$ cat config.mk
export PLATFORM = sky130hd
export DESIGN_NAME = ex_stage
export DESIGN_NICKNAME = d
export VERILOG_FILES = /design/src/ex_pkg.sv /design/src/ex_alu.sv /design/src/ex_hilo_unit.sv /design/src/ex_divider.sv /design/src/ex_ctrl.sv /design/src/ex_stage.sv
export SDC_FILE = /design/constraint.sdc
export NUM_CORES = 2
export LEC_CHECK = 0
export BUFFER_PORTS_ARGS = -buffer_cell sky130_fd_sc_hd__buf_2
export CORE_MARGIN = 2
export CORE_UTILIZATION = 40
export DETAILED_ROUTE_END_ITERATION = 8
export PLACE_DENSITY_LB_ADDON = 0.08
export SLEW_MARGIN = 20
export SYNTH_ARGS = -nofsm -noshare
export SYNTH_HDL_FRONTEND = slang
export SYNTH_HIERARCHICAL = 1
export SYNTH_SLANG_ARGS = --single-unit
$ cat constraint.sdc
create_clock -name clk_i -period 3.4 [get_ports clk_i]
set_clock_uncertainty 0.1 [all_clocks]
set_input_delay 0.51 -clock clk_i [delete_from_list [all_inputs] [get_ports clk_i]]
set_output_delay 0.51 -clock clk_i [all_outputs]
set_load 0.01 [all_outputs]
$ cat src/ex_pkg.sv
`default_nettype none

package ex_pkg;

    localparam int XLEN   = 32;
    localparam int GPR_AW = 5;

    // jal and the branch-and-link ops write here
    localparam logic [GPR_AW-1:0] LINK_REG = 5'd31;

    // hilo read select
    localparam logic HILO_SEL_LO = 1'b0;
    localparam logic HILO_SEL_HI = 1'b1;

    typedef enum logic [7:0] {
        ALUOP_NOP    = 8'h00,
        ALUOP_ADD    = 8'h01,
        ALUOP_ADDI   = 8'h02,
        ALUOP_ADDU   = 8'h03,
        ALUOP_ADDIU  = 8'h04,
        ALUOP_SUB    = 8'h05,
        ALUOP_SUBU   = 8'h06,
        ALUOP_SLT    = 8'h07,
        ALUOP_SLTI   = 8'h08,
        ALUOP_SLTU   = 8'h09,
        ALUOP_SLTIU  = 8'h0a,
        ALUOP_DIV    = 8'h0b,
        ALUOP_DIVU   = 8'h0c,
        ALUOP_MULT   = 8'h0d,
        ALUOP_MULTU  = 8'h0e,
        ALUOP_AND    = 8'h0f,
        ALUOP_ANDI   = 8'h10,
        ALUOP_LUI    = 8'h11,
        ALUOP_NOR    = 8'h12,
        ALUOP_OR     = 8'h13,
        ALUOP_ORI    = 8'h14,
        ALUOP_XOR    = 8'h15,
        ALUOP_XORI   = 8'h16,
        ALUOP_SLL    = 8'h17,
        ALUOP_SLLV   = 8'h18,
        ALUOP_SRA    = 8'h19,
        ALUOP_SRAV   = 8'h1a,
        ALUOP_SRL    = 8'h1b,
        ALUOP_SRLV   = 8'h1c,
        ALUOP_BGEZAL = 8'h21,
        ALUOP_BLTZAL = 8'h23,
        ALUOP_JAL    = 8'h25,
        ALUOP_MFHI   = 8'h28,
        ALUOP_MFLO   = 8'h29,
        ALUOP_MTHI   = 8'h2a,
        ALUOP_MTLO   = 8'h2b
    } aluop_t;

    // one 64-bit word, seen whole (products) or as hi/lo halves
    typedef union packed {
        logic [2*XLEN-1:0] word;
        struct packed {
            logic [XLEN-1:0] hi;
            logic [XLEN-1:0] lo;
        } half;
    } hilo_u;

endpackage

`default_nettype wire

$ cat src/ex_alu.sv
`timescale 1ns/100ps
`default_nettype none

module ex_alu (
    input  wire ex_pkg::aluop_t      aluop_i,
    input  wire [ex_pkg::XLEN-1:0]   instr_i,
    input  wire [ex_pkg::XLEN-1:0]   rs_data_i,
    input  wire [ex_pkg::XLEN-1:0]   rt_data_i,
    input  wire [ex_pkg::XLEN-1:0]   pc_return_addr_i,
    input  wire [ex_pkg::XLEN-1:0]   hilo_fwd_i,
    output logic [ex_pkg::XLEN-1:0]  result_o,
    output logic                     ovf_o
);

    import ex_pkg::*;

    logic [XLEN-1:0] imm_sext;
    logic [XLEN-1:0] imm_zext;
    logic [XLEN-1:0] imm_upper;
    logic [4:0]      shamt;
    logic [4:0]      shamt_reg;
    logic [XLEN-1:0] sum_rt;
    logic [XLEN-1:0] sum_imm;
    logic [XLEN-1:0] diff_rt;

    assign imm_sext  = {{(XLEN-16){instr_i[15]}}, instr_i[15:0]};
    assign imm_zext  = {{(XLEN-16){1'b0}}, instr_i[15:0]};
    assign imm_upper = {instr_i[15:0], 16'h0000};
    assign shamt     = instr_i[10:6];
    assign shamt_reg = rs_data_i[4:0];

    // one adder per operand pair, shared by signed and unsigned forms
    assign sum_rt  = rs_data_i + rt_data_i;
    assign sum_imm = rs_data_i + imm_sext;
    assign diff_rt = rs_data_i - rt_data_i;

    always_comb begin
        case (aluop_i)
            ALUOP_ADD, ALUOP_ADDU:             result_o = sum_rt;
            ALUOP_ADDI, ALUOP_ADDIU:           result_o = sum_imm;
            ALUOP_SUB, ALUOP_SUBU:             result_o = diff_rt;
            ALUOP_SLT:   result_o = XLEN'($signed(rs_data_i) < $signed(rt_data_i));
            ALUOP_SLTI:  result_o = XLEN'($signed(rs_data_i) < $signed(imm_sext));
            ALUOP_SLTU:  result_o = XLEN'(rs_data_i < rt_data_i);
            // compares against the sign-extended immediate, unsigned
            ALUOP_SLTIU: result_o = XLEN'(rs_data_i < imm_sext);
            ALUOP_AND:   result_o = rs_data_i & rt_data_i;
            ALUOP_ANDI:  result_o = rs_data_i & imm_zext;
            ALUOP_OR:    result_o = rs_data_i | rt_data_i;
            ALUOP_ORI:   result_o = rs_data_i | imm_zext;
            ALUOP_XOR:   result_o = rs_data_i ^ rt_data_i;
            ALUOP_XORI:  result_o = rs_data_i ^ imm_zext;
            ALUOP_NOR:   result_o = ~(rs_data_i | rt_data_i);
            ALUOP_LUI:   result_o = imm_upper;
            ALUOP_SLL:   result_o = rt_data_i << shamt;
            ALUOP_SLLV:  result_o = rt_data_i << shamt_reg;
            ALUOP_SRL:   result_o = rt_data_i >> shamt;
            ALUOP_SRLV:  result_o = rt_data_i >> shamt_reg;
            ALUOP_SRA:   result_o = $signed(rt_data_i) >>> shamt;
            ALUOP_SRAV:  result_o = $signed(rt_data_i) >>> shamt_reg;
            ALUOP_JAL, ALUOP_BGEZAL, ALUOP_BLTZAL: result_o = pc_return_addr_i;
            ALUOP_MFHI, ALUOP_MFLO:            result_o = hilo_fwd_i;
            default:                           result_o = '0;
        endcase
    end

    // signed overflow, trapping forms only
    always_comb begin
        case (aluop_i)
            ALUOP_ADD:  ovf_o = (rs_data_i[XLEN-1] == rt_data_i[XLEN-1]) &&
                                (sum_rt[XLEN-1] != rs_data_i[XLEN-1]);
            ALUOP_ADDI: ovf_o = (rs_data_i[XLEN-1] == imm_sext[XLEN-1]) &&
                                (sum_imm[XLEN-1] != rs_data_i[XLEN-1]);
            ALUOP_SUB:  ovf_o = (rs_data_i[XLEN-1] != rt_data_i[XLEN-1]) &&
                                (diff_rt[XLEN-1] != rs_data_i[XLEN-1]);
            default:    ovf_o = 1'b0;
        endcase
    end

endmodule

`default_nettype wire

$ cat src/ex_hilo_unit.sv
`timescale 1ns/100ps
`default_nettype none

module ex_hilo_unit (
    input  wire ex_pkg::aluop_t      aluop_i,
    input  wire [ex_pkg::XLEN-1:0]   rs_data_i,
    input  wire [ex_pkg::XLEN-1:0]   rt_data_i,
    input  wire [ex_pkg::XLEN-1:0]   hilo_data_i,
    input  wire                      hilo_sel_i,
    input  wire                      mem_hi_we_i,
    input  wire [ex_pkg::XLEN-1:0]   mem_hi_data_i,
    input  wire                      mem_lo_we_i,
    input  wire [ex_pkg::XLEN-1:0]   mem_lo_data_i,
    input  wire                      wb_hi_we_i,
    input  wire [ex_pkg::XLEN-1:0]   wb_hi_data_i,
    input  wire                      wb_lo_we_i,
    input  wire [ex_pkg::XLEN-1:0]   wb_lo_data_i,
    output logic [ex_pkg::XLEN-1:0]  hilo_fwd_o,
    output ex_pkg::hilo_u            hilo_wr_o
);

    import ex_pkg::*;

    logic                   mul_signed;
    logic signed [XLEN:0]   mul_a;
    logic signed [XLEN:0]   mul_b;
    logic [2*XLEN-1:0]      mul_prod;

    // mem is newer than wb, so it wins
    always_comb begin
        hilo_fwd_o = hilo_data_i;
        if (hilo_sel_i == HILO_SEL_HI) begin
            if (mem_hi_we_i) begin
                hilo_fwd_o = mem_hi_data_i;
            end else if (wb_hi_we_i) begin
                hilo_fwd_o = wb_hi_data_i;
            end
        end else begin
            if (mem_lo_we_i) begin
                hilo_fwd_o = mem_lo_data_i;
            end else if (wb_lo_we_i) begin
                hilo_fwd_o = wb_lo_data_i;
            end
        end
    end

    // one 33x33 signed multiplier serves both mult and multu
    assign mul_signed = (aluop_i == ALUOP_MULT);
    assign mul_a      = {mul_signed & rs_data_i[XLEN-1], rs_data_i};
    assign mul_b      = {mul_signed & rt_data_i[XLEN-1], rt_data_i};
    assign mul_prod   = mul_a * mul_b;

    always_comb begin
        hilo_wr_o.word = '0;
        case (aluop_i)
            ALUOP_MTHI, ALUOP_MTLO: begin
                hilo_wr_o.half.hi = rs_data_i;
                hilo_wr_o.half.lo = rs_data_i;
            end
            ALUOP_MULT, ALUOP_MULTU: begin
                hilo_wr_o.word = mul_prod;
            end
            default: begin
                hilo_wr_o.word = '0;
            end
        endcase
    end

endmodule

`default_nettype wire

$ cat src/ex_divider.sv
`timescale 1ns/100ps
`default_nettype none

module ex_divider #(
    parameter int DIV_W = 32
) (
    input  wire                clk_i,
    input  wire                rst_n_i,
    input  wire                start_i,
    input  wire                signed_i,
    input  wire [DIV_W-1:0]    dividend_i,
    input  wire [DIV_W-1:0]    divisor_i,
    output logic [DIV_W-1:0]   quot_o,
    output logic [DIV_W-1:0]   rem_o,
    output logic               done_o
);

    localparam logic [1:0] ST_IDLE = 2'd0;
    localparam logic [1:0] ST_RUN  = 2'd1;
    localparam logic [1:0] ST_DONE = 2'd2;
    localparam int CNT_W = (DIV_W > 1) ? $clog2(DIV_W) : 1;

    logic [1:0]       state_q;
    logic [CNT_W-1:0] cnt_q;
    logic             load;
    logic             dvd_neg;
    logic             dvs_neg;
    logic [DIV_W-1:0] dvd_abs;
    logic [DIV_W-1:0] dvs_abs;
    logic [DIV_W-1:0] dvd_q;
    logic [DIV_W-1:0] dvs_q;
    logic [DIV_W-1:0] rem_q;
    logic             neg_quot_q;
    logic             neg_rem_q;
    logic [DIV_W:0]   shifted;
    logic [DIV_W:0]   trial;

    assign load    = (state_q == ST_IDLE) && start_i;
    assign dvd_neg = signed_i & dividend_i[DIV_W-1];
    assign dvs_neg = signed_i & divisor_i[DIV_W-1];
    assign dvd_abs = dvd_neg ? -dividend_i : dividend_i;
    assign dvs_abs = dvs_neg ? -divisor_i : divisor_i;

    // partial remainder stays below 2*divisor, so a set msb means no subtract
    assign shifted = {rem_q, dvd_q[DIV_W-1]};
    assign trial   = shifted - {1'b0, dvs_q};

    always_ff @(posedge clk_i or negedge rst_n_i) begin
        if (!rst_n_i) begin
            state_q <= ST_IDLE;
            cnt_q   <= '0;
        end else begin
            case (state_q)
                ST_IDLE: begin
                    if (start_i) begin
                        state_q <= ST_RUN;
                        cnt_q   <= CNT_W'(DIV_W - 1);
                    end
                end
                ST_RUN: begin
                    if (cnt_q == '0) begin
                        state_q <= ST_DONE;
                    end else begin
                        cnt_q <= cnt_q - 1'b1;
                    end
                end
                default: begin
                    state_q <= ST_IDLE;
                end
            endcase
        end
    end

    // dividend register doubles as the quotient shift register
    always_ff @(posedge clk_i) begin
        if (load) begin
            dvd_q      <= dvd_abs;
            dvs_q      <= dvs_abs;
            rem_q      <= '0;
            neg_quot_q <= dvd_neg ^ dvs_neg;
            neg_rem_q  <= dvd_neg;
        end else if (state_q == ST_RUN) begin
            if (!trial[DIV_W]) begin
                rem_q <= trial[DIV_W-1:0];
                dvd_q <= {dvd_q[DIV_W-2:0], 1'b1};
            end else begin
                rem_q <= shifted[DIV_W-1:0];
                dvd_q <= {dvd_q[DIV_W-2:0], 1'b0};
            end
        end
    end

    assign quot_o = neg_quot_q ? -dvd_q : dvd_q;
    assign rem_o  = neg_rem_q ? -rem_q : rem_q;
    assign done_o = (state_q == ST_DONE);

endmodule

`default_nettype wire

$ cat src/ex_ctrl.sv
`timescale 1ns/100ps
`default_nettype none

module ex_ctrl (
    input  wire                        clk_i,
    input  wire                        rst_n_i,
    input  wire ex_pkg::aluop_t        aluop_i,
    input  wire [ex_pkg::XLEN-1:0]     instr_i,
    input  wire                        reg_we_i,
    input  wire [ex_pkg::GPR_AW-1:0]   reg_waddr_i,
    input  wire                        hi_we_i,
    input  wire                        lo_we_i,
    input  wire [ex_pkg::XLEN-1:0]     alu_result_i,
    input  wire                        alu_ovf_i,
    input  wire ex_pkg::hilo_u         hilo_wr_i,
    input  wire                        div_done_i,
    input  wire [ex_pkg::XLEN-1:0]     div_quot_i,
    input  wire [ex_pkg::XLEN-1:0]     div_rem_i,
    output logic                       div_start_o,
    output logic                       div_signed_o,
    output logic [ex_pkg::XLEN-1:0]    alu_data_o,
    output logic                       reg_we_o,
    output logic [ex_pkg::GPR_AW-1:0]  reg_waddr_o,
    output logic                       hi_we_o,
    output logic                       lo_we_o,
    output logic [ex_pkg::XLEN-1:0]    hi_data_o,
    output logic [ex_pkg::XLEN-1:0]    lo_data_o,
    output logic                       overflow_o,
    output logic                       stall_req_o
);

    import ex_pkg::*;

    logic              is_div;
    logic              is_link;
    logic [GPR_AW-1:0] waddr_next;
    hilo_u             div_word;
    hilo_u             hilo_next;

    assign is_div  = (aluop_i == ALUOP_DIV) || (aluop_i == ALUOP_DIVU);
    assign is_link = (aluop_i == ALUOP_JAL) || (aluop_i == ALUOP_BGEZAL) ||
                     (aluop_i == ALUOP_BLTZAL);

    // divider ignores start unless idle
    assign div_start_o  = is_div;
    assign div_signed_o = (aluop_i == ALUOP_DIV);

    // hold the stage until the divider's done cycle
    assign stall_req_o = is_div & ~div_done_i;

    // overflow turns the write into a write of $zero
    always_comb begin
        if (alu_ovf_i) begin
            waddr_next = '0;
        end else if (is_link) begin
            waddr_next = LINK_REG;
        end else begin
            waddr_next = reg_waddr_i;
        end
    end

    always_comb begin
        div_word.half.hi = div_rem_i;
        div_word.half.lo = div_quot_i;
    end

    assign hilo_next = is_div ? div_word : hilo_wr_i;

    always_ff @(posedge clk_i or negedge rst_n_i) begin
        if (!rst_n_i) begin
            alu_data_o  <= '0;
            reg_we_o    <= 1'b0;
            reg_waddr_o <= '0;
            hi_we_o     <= 1'b0;
            lo_we_o     <= 1'b0;
            hi_data_o   <= '0;
            lo_data_o   <= '0;
            overflow_o  <= 1'b0;
        end else begin
            alu_data_o  <= alu_result_i;
            reg_waddr_o <= waddr_next;
            hi_data_o   <= hilo_next.half.hi;
            lo_data_o   <= hilo_next.half.lo;
            if (stall_req_o) begin
                // bubble
                reg_we_o   <= 1'b0;
                hi_we_o    <= 1'b0;
                lo_we_o    <= 1'b0;
                overflow_o <= 1'b0;
            end else begin
                reg_we_o   <= reg_we_i;
                hi_we_o    <= hi_we_i;
                lo_we_o    <= lo_we_i;
                overflow_o <= alu_ovf_i;
            end
        end
    end

endmodule

`default_nettype wire

$ cat src/ex_stage.sv
`timescale 1ns/100ps
`default_nettype none

module ex_stage (
    input  wire                        clk_i,
    input  wire                        rst_n_i,
    input  wire ex_pkg::aluop_t        aluop_i,
    input  wire [ex_pkg::XLEN-1:0]     instr_i,
    input  wire [ex_pkg::XLEN-1:0]     rs_data_i,
    input  wire [ex_pkg::XLEN-1:0]     rt_data_i,
    input  wire [ex_pkg::XLEN-1:0]     pc_return_addr_i,
    input  wire                        reg_we_i,
    input  wire [ex_pkg::GPR_AW-1:0]   reg_waddr_i,
    input  wire                        hi_we_i,
    input  wire                        lo_we_i,
    input  wire [ex_pkg::XLEN-1:0]     hilo_data_i,
    input  wire                        hilo_sel_i,
    input  wire                        mem_hi_we_i,
    input  wire [ex_pkg::XLEN-1:0]     mem_hi_data_i,
    input  wire                        mem_lo_we_i,
    input  wire [ex_pkg::XLEN-1:0]     mem_lo_data_i,
    input  wire                        wb_hi_we_i,
    input  wire [ex_pkg::XLEN-1:0]     wb_hi_data_i,
    input  wire                        wb_lo_we_i,
    input  wire [ex_pkg::XLEN-1:0]     wb_lo_data_i,
    output logic [ex_pkg::XLEN-1:0]    alu_data_o,
    output logic                       reg_we_o,
    output logic [ex_pkg::GPR_AW-1:0]  reg_waddr_o,
    output logic                       hi_we_o,
    output logic                       lo_we_o,
    output logic [ex_pkg::XLEN-1:0]    hi_data_o,
    output logic [ex_pkg::XLEN-1:0]    lo_data_o,
    output logic                       overflow_o,
    output logic                       stall_req_o
);

    import ex_pkg::*;

    logic            div_start;
    logic            div_signed;
    logic            div_done;
    logic [XLEN-1:0] div_quot;
    logic [XLEN-1:0] div_rem;
    logic [XLEN-1:0] alu_result;
    logic            alu_ovf;
    logic [XLEN-1:0] hilo_fwd;
    hilo_u           hilo_wr;

    ex_ctrl u_ctrl (
        .clk_i        (clk_i),
        .rst_n_i      (rst_n_i),
        .aluop_i      (aluop_i),
        .instr_i      (instr_i),
        .reg_we_i     (reg_we_i),
        .reg_waddr_i  (reg_waddr_i),
        .hi_we_i      (hi_we_i),
        .lo_we_i      (lo_we_i),
        .alu_result_i (alu_result),
        .alu_ovf_i    (alu_ovf),
        .hilo_wr_i    (hilo_wr),
        .div_done_i   (div_done),
        .div_quot_i   (div_quot),
        .div_rem_i    (div_rem),
        .div_start_o  (div_start),
        .div_signed_o (div_signed),
        .alu_data_o   (alu_data_o),
        .reg_we_o     (reg_we_o),
        .reg_waddr_o  (reg_waddr_o),
        .hi_we_o      (hi_we_o),
        .lo_we_o      (lo_we_o),
        .hi_data_o    (hi_data_o),
        .lo_data_o    (lo_data_o),
        .overflow_o   (overflow_o),
        .stall_req_o  (stall_req_o)
    );

    ex_alu u_alu (
        .aluop_i          (aluop_i),
        .instr_i          (instr_i),
        .rs_data_i        (rs_data_i),
        .rt_data_i        (rt_data_i),
        .pc_return_addr_i (pc_return_addr_i),
        .hilo_fwd_i       (hilo_fwd),
        .result_o         (alu_result),
        .ovf_o            (alu_ovf)
    );

    ex_hilo_unit u_hilo (
        .aluop_i       (aluop_i),
        .rs_data_i     (rs_data_i),
        .rt_data_i     (rt_data_i),
        .hilo_data_i   (hilo_data_i),
        .hilo_sel_i    (hilo_sel_i),
        .mem_hi_we_i   (mem_hi_we_i),
        .mem_hi_data_i (mem_hi_data_i),
        .mem_lo_we_i   (mem_lo_we_i),
        .mem_lo_data_i (mem_lo_data_i),
        .wb_hi_we_i    (wb_hi_we_i),
        .wb_hi_data_i  (wb_hi_data_i),
        .wb_lo_we_i    (wb_lo_we_i),
        .wb_lo_data_i  (wb_lo_data_i),
        .hilo_fwd_o    (hilo_fwd),
        .hilo_wr_o     (hilo_wr)
    );

    // rs / rt
    ex_divider #(
        .DIV_W (XLEN)
    ) u_div (
        .clk_i      (clk_i),
        .rst_n_i    (rst_n_i),
        .start_i    (div_start),
        .signed_i   (div_signed),
        .dividend_i (rs_data_i),
        .divisor_i  (rt_data_i),
        .quot_o     (div_quot),
        .rem_o      (div_rem),
        .done_o     (div_done)
    );

endmodule

`default_nettype wire

# Yosys cells after proc, flatten, opt, wreduce, memory -nomap -nowiden
# Index checks and enable logic that the tools add are counted.
classes:
  add_sub_neg: 9
  mul: 1
  magnitude_cmp: 4
  n_eq_ne: 46
  shift: 6
  n_mux: 29
  bitwise_logic: 14
  reduce_logical: 20
op_table:
  columns: ["op", "n"]
  rows:
  - ["32-bit one-hot mux with 23 select lines", 1]
  - ["32-bit two-way mux", 12]
  - ["32-bit negator", 4]
  - ["64-bit one-hot mux with 2 select lines", 1]
  - ["8-bit by 5-bit equality test with 1-bit output (second input constant)", 13]
  - ["32-bit < comparator", 3]
  - ["32-bit adder", 2]
  - ["8-bit by 4-bit equality test with 1-bit output (second input constant)", 8]
  - ["33-bit by 33-bit multiplier with 64-bit output", 1]
  - ["64-bit two-way mux", 1]
  - ["32-bit by 5-bit << shifter with 32-bit output", 2]
  - ["32-bit by 5-bit right shift with 32-bit output", 2]
  - ["32-bit by 5-bit >>> shifter with 32-bit output", 2]
  - ["8-bit by 6-bit equality test with 1-bit output (second input constant)", 7]
  - ["33-bit by 32-bit subtractor with 33-bit output", 1]
  - ["32-bit by 16-bit AND with 32-bit output", 1]
  - ["32-bit AND", 1]
  - ["8-bit by 3-bit equality test with 1-bit output (second input constant)", 4]
  - ["32-bit by 16-bit < comparator with 1-bit output", 1]
  - ["32-bit NOT", 1]
  - ["32-bit by 16-bit OR with 32-bit output", 1]
  - ["32-bit OR", 1]
  - ["32-bit subtractor", 1]
  - ["32-bit by 16-bit bitwise XOR with 32-bit output", 1]
  - ["28 further kinds", 57]
word_totals:
  reg_bits: 210
  in_bits: 311

# Longest topological paths before layout
depth:
  word_depth: 5
  mapped_depth: 34

# Modules after synthesis
# Netlist, hierarchy kept.
modules_own_cells:
  columns: ["module", "instances", "cells_per_inst", "area_per_inst_um2", "seq_area_each_um2"]
  rows:
  - ["ex_hilo_unit", 1, 4625, 40049.7, 0.0]
  - ["ex_alu", 1, 2091, 15373.5, 0.0]
  - ["ex_divider", 1, 1017, 8753.4, 2797.7]
  - ["ex_ctrl", 1, 201, 3834.9, 2627.5]

# Least setup slack after synthesis
# No wires, ideal clock.
synth_path:
  path_type: "in2reg"
  startpoint: "input port aluop_i[4]"
  endpoint: "register u_ctrl/hi_data_o[31] in the netlist's numbering"
  arrival_time_ps: 9730
  required_ps: 3175
  setup_slack_ps: -6555
  path_stages: 34
  n_path_buf: 2
  path_cell_list: "or4b_1 > or3b_1 > nor3b_1 > and2_1 > clkbuf_1 > nand2_1 > inv_1 > fa_1 > inv_1 > fa_1 > inv_1 > fa_1 > fa_1 > inv_1 > fa_1 > inv_1 > fa_1 > inv_1 > fa_1 > fa_1 > inv_1 > ha_1 > clkbuf_1 > and4_1 > and3_1 > nand4_1 > or4_1 > o21ai_1 > a2111oi_4 > nor4_1 > a2111oi_2 > xnor2_1 > o21ai_1 > mux2_4"
synth_rtl:
  columns: ["element", "line_no", "rtl"]
  rows:
  - ["start: declaration", "ex_stage.sv:7", "input wire ex_pkg::aluop_t aluop_i,"]
  - ["end signal: assignment", "ex_ctrl.sv:82", "hi_data_o <= hilo_next.half.hi;"]
  - ["end: declaration", "ex_ctrl.sv:26", "output logic [ex_pkg::XLEN-1:0] hi_data_o,"]

==> out/results.tsv <==
metric	value	unit
cpMostUsedCell	fa_1	
rsz0062_at_grt	true	
grt_usage	38.31	%
hp-start	hi_we_i	
drc	0	
stdcell_count	11990	
crit_path_end_kind	flop	
path_class	input pin to flop	
viasPerCell	5.618	
yosysSeqAreaShare	7.977	%
pre_cts_ws	-6.303	ns
worst_pin_slew	1.148	ns
drtPass1Iterations	7	
reg2reg_depth	12	
max_freq	113.0	MHz
critPathArrivalTime	9.23	ns
hold_end	u_ctrl/hi_we_o$_DFF_PN0_	
setup_viol	103	
final_max_slew_viol_count	0	
core_region_area	169100	um2
h-tree-depth	1	
syn_nets	9801	
synthArstFlopShare	53.33	%
drt_iter0_markers	7026	
grt_overflow	0	
initial_utilization	40.22	%
cp_max_fo	4	
die_h	416.3	um
syn-cell-area	68010	um2
drt-total-wl	335100	um
synth_edf_count	66	
crit_family	adder cells	
hold_path.class	input pin to flop	
syn2layout_area_growth	33.01	%
ys.flop_type	dfrtp_1	
required	3.78	ns
gp_congestion	1.072	
syn-mean-instance-area	8.572	um2
clockBufferDepth	3	
grt_pass1_vias	68780	
cts_made_buffers	27	
slew_headroom	23.45	%
min_period	8.853	ns
io_pins	417	
drv_cap	0	
drive_gt1_share	30.66	%
fp.dieArea	173300	um2
die_w	416.3	um
crit_buf_inv	11	
finalHoldViolCount	0	
ys.warnings.count	6	
vias	67330	
r2r-start	u_div/dvd_q[31]$_DFFE_PP_	
clock_latency	0.64	ns
grt_max_degree	56	
ys_types	129	
final_nets	11600	
cts_tree	built	
cpMaxStageDelayCell	fa_2	
synth-seq-cells	210	
min_path_cells	2	
avgRoutedWirePerCell	27.96	um
antenna_found_initial	29	
cts.sinks	210	
placed_cells	11850	
syn_inst	7934	
placed_area	86440	um2
finalCritPeriodShare	260.4	%
grt_pass1_wl	484200	um
stdcell_area	90460	um2
clk_pin_slew_worst_paths	0.06	ns
ant_nets	0	
root_buffer	clkbuf_16	
rows	151	
start_kind	input pin	
outcome	finished with violations	
r2r_end	u_div/rem_q[31]$_SDFFE_PP0P_	
critPathMaxStageDelay	0.60	ns
violations	negative setup slack	
port_buffers	400	
dp_hpwl	288400	um
worst_slack	-5.453	ns
r2r_setup_slack	-0.13	ns
-- repair_timing --
item,in CTS,in global routing
gates cloned,1,0
buffers inserted,57,20
pin swaps,169,117
resized for setup,426,166
hold buffers,7,0
setup endpoints to repair,121,130
hold endpoints to repair,41,0
-- cells in the final DEF, fill, tap and decap left out, types with 48 or more instances in the layout --
master       n
a21o_1      71
a21oi_1    259
a221oi_1    48
and2_1     278
buf_12     108
buf_2      363
buf_4     1683
buf_6       95
dfrtp_1    112
edfxtp_1    66
fa_1      1084
ha_1       366
ha_4        59
inv_1     1288
mux2_4      64
mux2i_1    198
mux4_2      83
nand2_1   1167
nand3_1     86
nor2_1     284
nor3_1      68
o21ai_0    276
o21ai_1     54
xnor2_1    174
xor2_1      63
-- state kept, by name (all words and copies together) (netlist names), 2 cells and up --
name / cells
u_div/dvd_q: 32
u_ctrl/hi_data_o: 32
u_div/rem_q: 32
u_ctrl/alu_data_o: 32
u_div/state_q: 2
u_ctrl/lo_data_o: 32
u_div/cnt_q: 5
u_ctrl/reg_waddr_o: 5
u_div/dvs_q: 32
-- area by class of cell --
cell class | instances | area [um2]
diodes | 9 | 22.52
clock buffers | 42 | 844.6
clock inverters | 8 | 116.4
fillers | 16090 | 78630
inverters | 1338 | 5040
multi-input cells | 5885 | 58180
flip-flops and latches | 210 | 5425
well taps | 2218 | 2775
repair buffers | 2275 | 18060
-- cells in the mapped netlist (42+ instances only) --
| cell type | count | share of area [%] |
|---|---|---|
| a211oi_1 | 45 | 0.50 |
| o211ai_1 | 47 | 0.52 |
| o21ai_0 | 353 | 2.6 |
| nor2_1 | 293 | 1.6 |
| mux2_4 | 64 | 1.4 |
| inv_1 | 1335 | 7.4 |
| xor2_1 | 74 | 0.95 |
| edfxtp_1 | 66 | 2.9 |
| and3_1 | 45 | 0.41 |
| nand4_1 | 44 | 0.40 |
| mux2i_1 | 208 | 3.1 |
| nor3_1 | 75 | 0.55 |
| clkbuf_1 | 412 | 2.3 |
| a221oi_1 | 53 | 0.68 |
| nand2b_1 | 42 | 0.39 |
| a21o_1 | 73 | 0.81 |
| and2_1 | 299 | 2.8 |
| nand2_1 | 1194 | 6.6 |
| nand3_1 | 90 | 0.66 |
| dfrtp_1 | 112 | 4.1 |
| mux4_2 | 83 | 2.7 |
| o31ai_1 | 46 | 0.51 |
| fa_1 | 1129 | 33 |
| ha_1 | 427 | 7.9 |
| xnor2_1 | 195 | 2.5 |
| a21oi_1 | 298 | 2.2 |
-- worst max path at each step --
stage,from,to,slack [ns],cells after the start
final,aluop_i[7],u_ctrl/hi_data_o[23]$_DFF_PN0_,-5.45,36
after global routing,aluop_i[7],u_ctrl/hi_data_o[31]$_DFF_PN0_,-5.78,36
after CTS,aluop_i[4],u_ctrl/hi_data_o[31]$_DFF_PN0_,-5.44,35
after detailed placement,aluop_i[4],u_ctrl/hi_data_o[31]$_DFF_PN0_,-6.30,32
after global placement,aluop_i[4],u_ctrl/hi_data_o[26]$_DFF_PN0_,-6.23,31
after floorplan,aluop_i[4],u_ctrl/hi_data_o[30]$_DFF_PN0_,-5.84,31
-- metal layers --
metal	wire (um)	GRT usage (%)	up-vias	part of all wire, %
met5	80	0	-	0.024
met1	146300	54.95	34400	44
met3	32030	8.216	498	9.6
met2	143900	57.81	2978	43
li1	-	-	29440	-
met4	12770	11.40	14	3.8
-- logic make-up (layout without fill, tap and decap cells) --
kind of cell,count (synthesis),in the layout,synth area share [%]
DFF,210,210,7.977
muxes,366,366,7.469
AOI/OAI and AO/OA,1396,1396,13.70
adders and majority gates,1556,1556,41.09
xor gates and xnor gates,269,269,3.464
other,0,9,0
buffers and inverters,1839,3663,10.47
and+or+nand+nor,2298,2298,15.82
-- stage by stage --
step | setup TNS (ns) | hold slack [ns] | util [%]
3_3_place_gp | -356.59 | 0.3976 | 51.11
5_1_grt | -278.76 | 0.06950 | 53.49
6_report | -263.71 | 0.08249 | 53.50
3_5_place_dp | -358.09 | 0.4232 | 51.12
2_1_floorplan | -231.79 | 0.1144 | -
4_1_cts | -261.05 | 0.05074 | 52.96
Power is left out: the tool's default activity adds up to more than one toggle a clock period on the data nets, which glitch-free logic cannot reach.
